File: src/include/shader_settings.svh
`ifndef SHADER_SETTINGS_SVH
`define SHADER_SETTINGS_SVH

// bits per signed vertex coordinate
`define COORD_W 12

// entries in the normal result fifo
`define FIFO_DEPTH 8

// log2 of the cos^2 threshold table size
// also the number of search steps
`define TABLE_LOG2 5

// fraction bits of each threshold
// 1.0 is 2^FRAC_W
`define FRAC_W 16

`endif
File: src/verilog/shade_pkg.sv
`default_nettype none
`include "shader_settings.svh"

package shade_pkg;

    typedef logic [7:0]             color_t;
    typedef logic [`TABLE_LOG2-1:0] shade_idx_t;
    // one integer bit so that 1.0 fits
    typedef logic [`FRAC_W:0]       thresh_t;

    // lookup fsm
    typedef enum logic [1:0] {
        IDLE,
        SEARCH,
        EMIT
    } search_state_t;

    // back-facing triangles
    localparam color_t UNLIT_COLOR = 8'h00;
    // brightest level, normal pointing straight at the light
    localparam color_t FULL_COLOR  = 8'hFF;
    // each table step darkens by 8 levels
    localparam int     SHADE_SHIFT = 3;

    // cos^2 of k * 90/32 degrees, scaled by 2^16
    // strictly decreasing
    localparam thresh_t cos_sq_table [2**`TABLE_LOG2] = '{
        17'd65536,
        17'd65378,
        17'd64906,
        17'd64125,
        17'd63042,
        17'd61667,
        17'd60014,
        17'd58098,
        // 22.5 deg
        17'd55938,
        17'd53556,
        17'd50973,
        17'd48215,
        17'd45308,
        17'd42280,
        17'd39161,
        17'd35980,
        // 45 deg, exactly one half
        17'd32768,
        17'd29556,
        17'd26375,
        17'd23256,
        17'd20228,
        17'd17321,
        17'd14563,
        17'd11980,
        // 67.5 deg
        17'd9598,
        17'd7438,
        17'd5522,
        17'd3869,
        17'd2494,
        17'd1411,
        17'd630,
        17'd158
    };

endpackage

`default_nettype wire

File: src/verilog/geom_pkg.sv
`default_nettype none
`include "shader_settings.svh"

package geom_pkg;

    // edge = difference of two coords, one extra bit
    localparam int EDGE_W   = `COORD_W + 1;
    // cross product term plus one bit for the subtraction
    localparam int NORMAL_W = 2 * EDGE_W + 1;
    // square of one normal component
    localparam int SQ_W     = 2 * NORMAL_W;
    // sum of three squares needs two more bits
    localparam int MAG_W    = SQ_W + 2;

    typedef logic signed [`COORD_W-1:0] coord_t;

    // packed as {x, y, z}, x in the top bits
    typedef logic [3*`COORD_W-1:0] vertex_t;

    typedef logic signed [EDGE_W-1:0]   edge_t;
    typedef logic signed [NORMAL_W-1:0] normal_comp_t;

    // squares are never negative
    typedef logic [SQ_W-1:0]  sq_t;
    typedef logic [MAG_W-1:0] mag_sq_t;

endpackage

`default_nettype wire

File: src/verilog/shade_lookup.sv
`timescale 1ns/1ps
`default_nettype none
`include "shader_settings.svh"

module shade_lookup (
    input  wire                    clk_in,
    input  wire                    rst_in,
    input  wire                    empty,
    input  wire geom_pkg::sq_t     head_nz_sq,
    input  wire geom_pkg::mag_sq_t head_mag_sq,
    input  wire                    head_facing,
    output logic                   pop,
    output logic                   color_valid,
    output shade_pkg::color_t      color
);
    import geom_pkg::*;
    import shade_pkg::*;

    // width of threshold times |n|^2
    localparam int PROD_W = $bits(mag_sq_t) + $bits(thresh_t);
    // first probe is the middle of the table
    localparam shade_idx_t FIRST_BIT = shade_idx_t'(1) << (`TABLE_LOG2 - 1);

    search_state_t state;

    // latched fifo head
    sq_t     nz_sq_r;
    mag_sq_t mag_sq_r;
    logic    facing_r;

    // s is built one bit per step, msb first
    shade_idx_t s_r;
    shade_idx_t bit_r;
    shade_idx_t cand;
    shade_idx_t s_next;

    logic [PROD_W-1:0] lhs;
    logic [PROD_W-1:0] rhs;
    logic              hit;

    // new entry when idle, or straight after an output
    assign pop = !empty && (state == IDLE || state == EMIT);

    // probe entry cand
    // nz^2 * 2^16 < T[cand] * |n|^2 means the angle is past entry cand
    // table decreasing, so the hits form a prefix 1..s
    always_comb begin
        cand   = s_r | bit_r;
        lhs    = {nz_sq_r, {`FRAC_W{1'b0}}};
        rhs    = cos_sq_table[cand] * mag_sq_r;
        hit    = lhs < rhs;
        s_next = hit ? cand : s_r;
    end

    always_ff @(posedge clk_in) begin
        if (rst_in) begin
            state       <= IDLE;
            s_r         <= '0;
            bit_r       <= '0;
            color_valid <= 1'b0;
        end else begin
            color_valid <= 1'b0;
            case (state)
                IDLE, EMIT: begin
                    if (pop) begin
                        s_r   <= '0;
                        bit_r <= FIRST_BIT;
                        state <= SEARCH;
                    end else begin
                        state <= IDLE;
                    end
                end
                SEARCH: begin
                    s_r   <= s_next;
                    bit_r <= bit_r >> 1;
                    // lsb probed, s complete
                    if (bit_r[0]) begin
                        state       <= EMIT;
                        color_valid <= 1'b1;
                    end
                end
                default: begin
                    state <= IDLE;
                end
            endcase
        end
    end

    // payload side
    always_ff @(posedge clk_in) begin
        if (pop) begin
            nz_sq_r  <= head_nz_sq;
            mag_sq_r <= head_mag_sq;
            facing_r <= head_facing;
        end
        // grey = 255 - 8*s, dark when facing away
        if (state == SEARCH && bit_r[0]) begin
            color <= facing_r ? FULL_COLOR - (color_t'(s_next) << SHADE_SHIFT) : UNLIT_COLOR;
        end
    end

    a_valid_in_emit: assert property (@(posedge clk_in) disable iff (rst_in)
        color_valid |-> state == EMIT)
        else $error("color_valid outside EMIT");

    // Every pop yields exactly one color after the full search.
    a_pop_latency: assert property (@(posedge clk_in) disable iff (rst_in)
        pop |-> ##(`TABLE_LOG2 + 1) color_valid)
        else $error("color_valid missing after pop");

endmodule

`default_nettype wire

File: config.mk
export PLATFORM = sky130hd
export DESIGN_NAME = shade_lookup
export DESIGN_NICKNAME = d
export VERILOG_FILES = /design/src/verilog/shade_pkg.sv /design/src/verilog/geom_pkg.sv /design/src/verilog/shade_lookup.sv
export VERILOG_INCLUDE_DIRS = /design/src /design/src/include
export SDC_FILE = /design/constraint.sdc
export NUM_CORES = 2
export LEC_CHECK = 0
export ABC_AREA = 1
export BUFFER_PORTS_ARGS = -buffer_cell sky130_fd_sc_hd__buf_2
export CAP_MARGIN = 10
export CORE_MARGIN = 10
export CORE_UTILIZATION = 45
export CTS_CLUSTER_DIAMETER = 120
export DETAILED_ROUTE_END_ITERATION = 10
export PLACE_DENSITY = 0.63
export REMOVE_ABC_BUFFERS = 1
export SYNTH_ARGS = -nofsm -noshare
export SYNTH_HDL_FRONTEND = slang
export SYNTH_SLANG_ARGS = --single-unit
File: constraint.sdc
create_clock -name clk_in -period 12.9 [get_ports clk_in]
set_clock_uncertainty 0.2 [all_clocks]
set_input_delay 1.935 -clock clk_in [delete_from_list [all_inputs] [get_ports clk_in]]
set_output_delay 1.935 -clock clk_in [all_outputs]
set_load 0.02 [all_outputs]
==> impl_metrics.env <==
export IMPL_outcome="complete, no violations"
export IMPL_clk_latency_ps=520
export IMPL_critPathRequiredTime_ps=12930
export IMPL_cap_violations=0
export IMPL_ys_warn_count=0
export IMPL_die_area_um2=91400
export IMPL_cts_made_buffers=17
export IMPL_drive_gt1_share_pct=5.33
export IMPL_rows=103
export IMPL_synth_xor_xnor_area_share_pct=1.44
export IMPL_path_common_cell="nand2_1"
export IMPL_synthTopCellsByArea="fa_1 (45%), inv_1 (13%), nand2_1 (10%), edfxtp_1 (9.8%), ha_1 (7.3%)"
export IMPL_finalMaxSlewViolations=0
export IMPL_critPathMaxStageDelay_ps=570
export IMPL_grt_pass1_vias=30538
export IMPL_r2r_slack_ps=1860
export IMPL_hold_viol=0
export IMPL_critPathSlowestCell="nand2_1"
export IMPL_layout_common_cells="inv_1 (1213), nand2_1 (984), fa_1 (809), nor2_1 (389), ha_1 (208)"
export IMPL_route_detailed_drc=0
export IMPL_antenna_found_initial=1
export IMPL_worst_path_buf_inv=9
export IMPL_avgSynthCellArea_um2=8.19
export IMPL_grt_first_pass_wirelength_um=170000
export IMPL_async_reset_ff_share_pct=0
export IMPL_finalSetupViolCount=0
export IMPL_cts_tree="built"
export IMPL_cts_max_level=4
export IMPL_nets=5531
export IMPL_start_util_pct=45.4
export IMPL_hold_end="color[2]"
export IMPL_crit_arrival_ps=11070
export IMPL_diodes=0
export IMPL_drtIter0Drc=2192
export IMPL_grt_use_met2_pct=39.3
export IMPL_met3_usage_pct=5.61
export IMPL_yosys_area_share_adder_pct=52.4
export IMPL_synth_simple_gate_area_share_pct=16.2
export IMPL_io_pins=124
export IMPL_holdPathStages=0
export IMPL_met1_usage_pct=31.5
export IMPL_synth_main_ff_cell="edfxtp_1"
export IMPL_overflow=0
export IMPL_area_growth_pct=6.18
export IMPL_synth_top_cell_by_area="fa_1"
export IMPL_synth_cells=4378
export IMPL_worst_pin_slew_ps=1180
export IMPL_reg2reg_to="color[7]"
export IMPL_fin_util_pct=48.2
export IMPL_critPathLaunchType="register"
export IMPL_synth_distinct_cells=54
export IMPL_cts_sinks=130
export IMPL_vias=28117
export IMPL_port_buffers=123
export IMPL_gp_congestion=1.03
export IMPL_fp_dieH_um=302
export IMPL_clk_pin_slew_ps=70
export IMPL_via_per_inst=5.15
export IMPL_core_area_um2=79000
export IMPL_synth_top_family_by_area="adder cells"
export IMPL_cts_buffer_depth=2
export IMPL_drtPass1Iterations=6
export IMPL_post_route_min_period_ps=11040
export IMPL_grt_usage_pct=24.3
export IMPL_ctsResizeCount=0
export IMPL_dp_hpwl_um=84700
export IMPL_timing_rr_start="bit_r[0]"
export IMPL_synth_top_cell_area_share_pct=45.2
export IMPL_synth_compound_area_share_pct=4.79
export IMPL_synth_seq_cells=130
export IMPL_tns_ps=0
export IMPL_end_kind="register"
export IMPL_rsz0062_at_grt="false"
export IMPL_fmax_mhz=90.6
export IMPL_cts_hold_buffers=0
export IMPL_post_cts_buffers=0
export IMPL_synth_edf_count=117
export IMPL_hp_class="register to register"
export IMPL_min_from="facing_r"
export IMPL_yosysSeqAreaShare_pct=10.5
export IMPL_grt_max_degree=61
export IMPL_final_common_cell="inv_1"
export IMPL_antenna_left=0
export IMPL_timing_hold_ws_ps=259
export IMPL_fp_dieW_um=302
export IMPL_grt_busiest_layer="met2"
export IMPL_cts_root_buf="clkbuf_16"
export IMPL_r2r_cells=50
export IMPL_slew_headroom_pct=20.9
export IMPL_cp_top_family="adder cells"
export IMPL_synth_area_um2=35900
export IMPL_crit_path_max_fanout=25
export IMPL_wl_per_cell_um=19.3
export IMPL_fin_crit_sh_pct=85.6
export IMPL_critPathKind="register to register"
export IMPL_muxShareOfSynthArea_pct=0
export IMPL_drt_wl_total_um=105000
worst max-delay path by stage:
stage / end / cells past startpoint / from / slack, ps
after floorplan: color[6] / 47 / bit_r[0] / 3540
after global placement: color[6] / 44 / bit_r[0] / 2080
after global routing: color[6] / 50 / bit_r[0] / 1040
after CTS: color[4] / 50 / bit_r[0] / 1930
after detailed placement: color[4] / 50 / bit_r[0] / 1980
final: color[7] / 50 / bit_r[0] / 1860
worst register-to-register path, delay by kind of cell, from the launching register on:
family,cells,cell delay [ps]
buf+inv,9,1340
flops,1,320
compound gates,13,2310
xor+xnor,1,180
fa+ha+maj,9,4080
simple gates,18,2350
metrics by stage:
step                      instance area (um^2)  worst slack [ps]  instances
final                                    38100              1860       5463
after global routing                     38100              1040       5463
after CTS                                38100              1930       5463
after detailed placement                 37500              1980       5431
after global placement                   37500              2080       5431
after floorplan                          35200              3540       4216
area by class of cell:
class                           instances  area (um^2)
Clock inverter                         15          158
Multi-Input combinational cell       2855        26800
Fill cell                            7751        40900
Timing Repair Buffer                  165          931
Tap cell                             1050         1310
Inverter                             1231         4620
Clock buffer                           17          425
Sequential cell                       130         3770
flip-flops by register name (all words and copies together), names as in the netlist:
register and count:
mag_sq_r 56, nz_sq_r 54, s_r 5, color_valid 1
facing_r 1, color 6, bit_r 5, state 2
synth_stat cells, types with 4 or more instances:
master,instances
inv_1,1213
ha_1,208
clkinv_1,13
a31oi_1,9
a21oi_1,141
fa_1,809
a221oi_1,4
nor3_1,15
a211oi_1,4
edfxtp_1,117
o21ai_0,65
nor2_1,390
o211ai_1,8
dfxtp_1,13
nand4_1,15
o21ai_1,7
nand2_1,986
nor4_1,6
nand3_2,4
xnor2_1,41
clkbuf_1,134
nand2_2,10
xor2_1,18
o21a_1,17
inv_2,5
o21bai_1,5
a21o_1,10
nand3_1,48
buf_1,18
buf_2,8
metal layers:
layer / share of wire, % / vias up
met5: 0 / -
met4: 3.8 / 0
met3: 8.8 / 202
met2: 47 / 1107
met1: 41 / 14186
li1: - / 12622
cells by family (layout without fill, tap and decap cells):
logic type	count (synthesis)	in the layout
simple gates	1485	1485
buf+inv	1393	1428
fa+ha+maj	1017	1017
compound gates	294	294
flops	130	130
xor+xnor	59	59
Power is not shown: default switching activity piles up to over one toggle a cycle in this logic, so the estimate is an artifact.
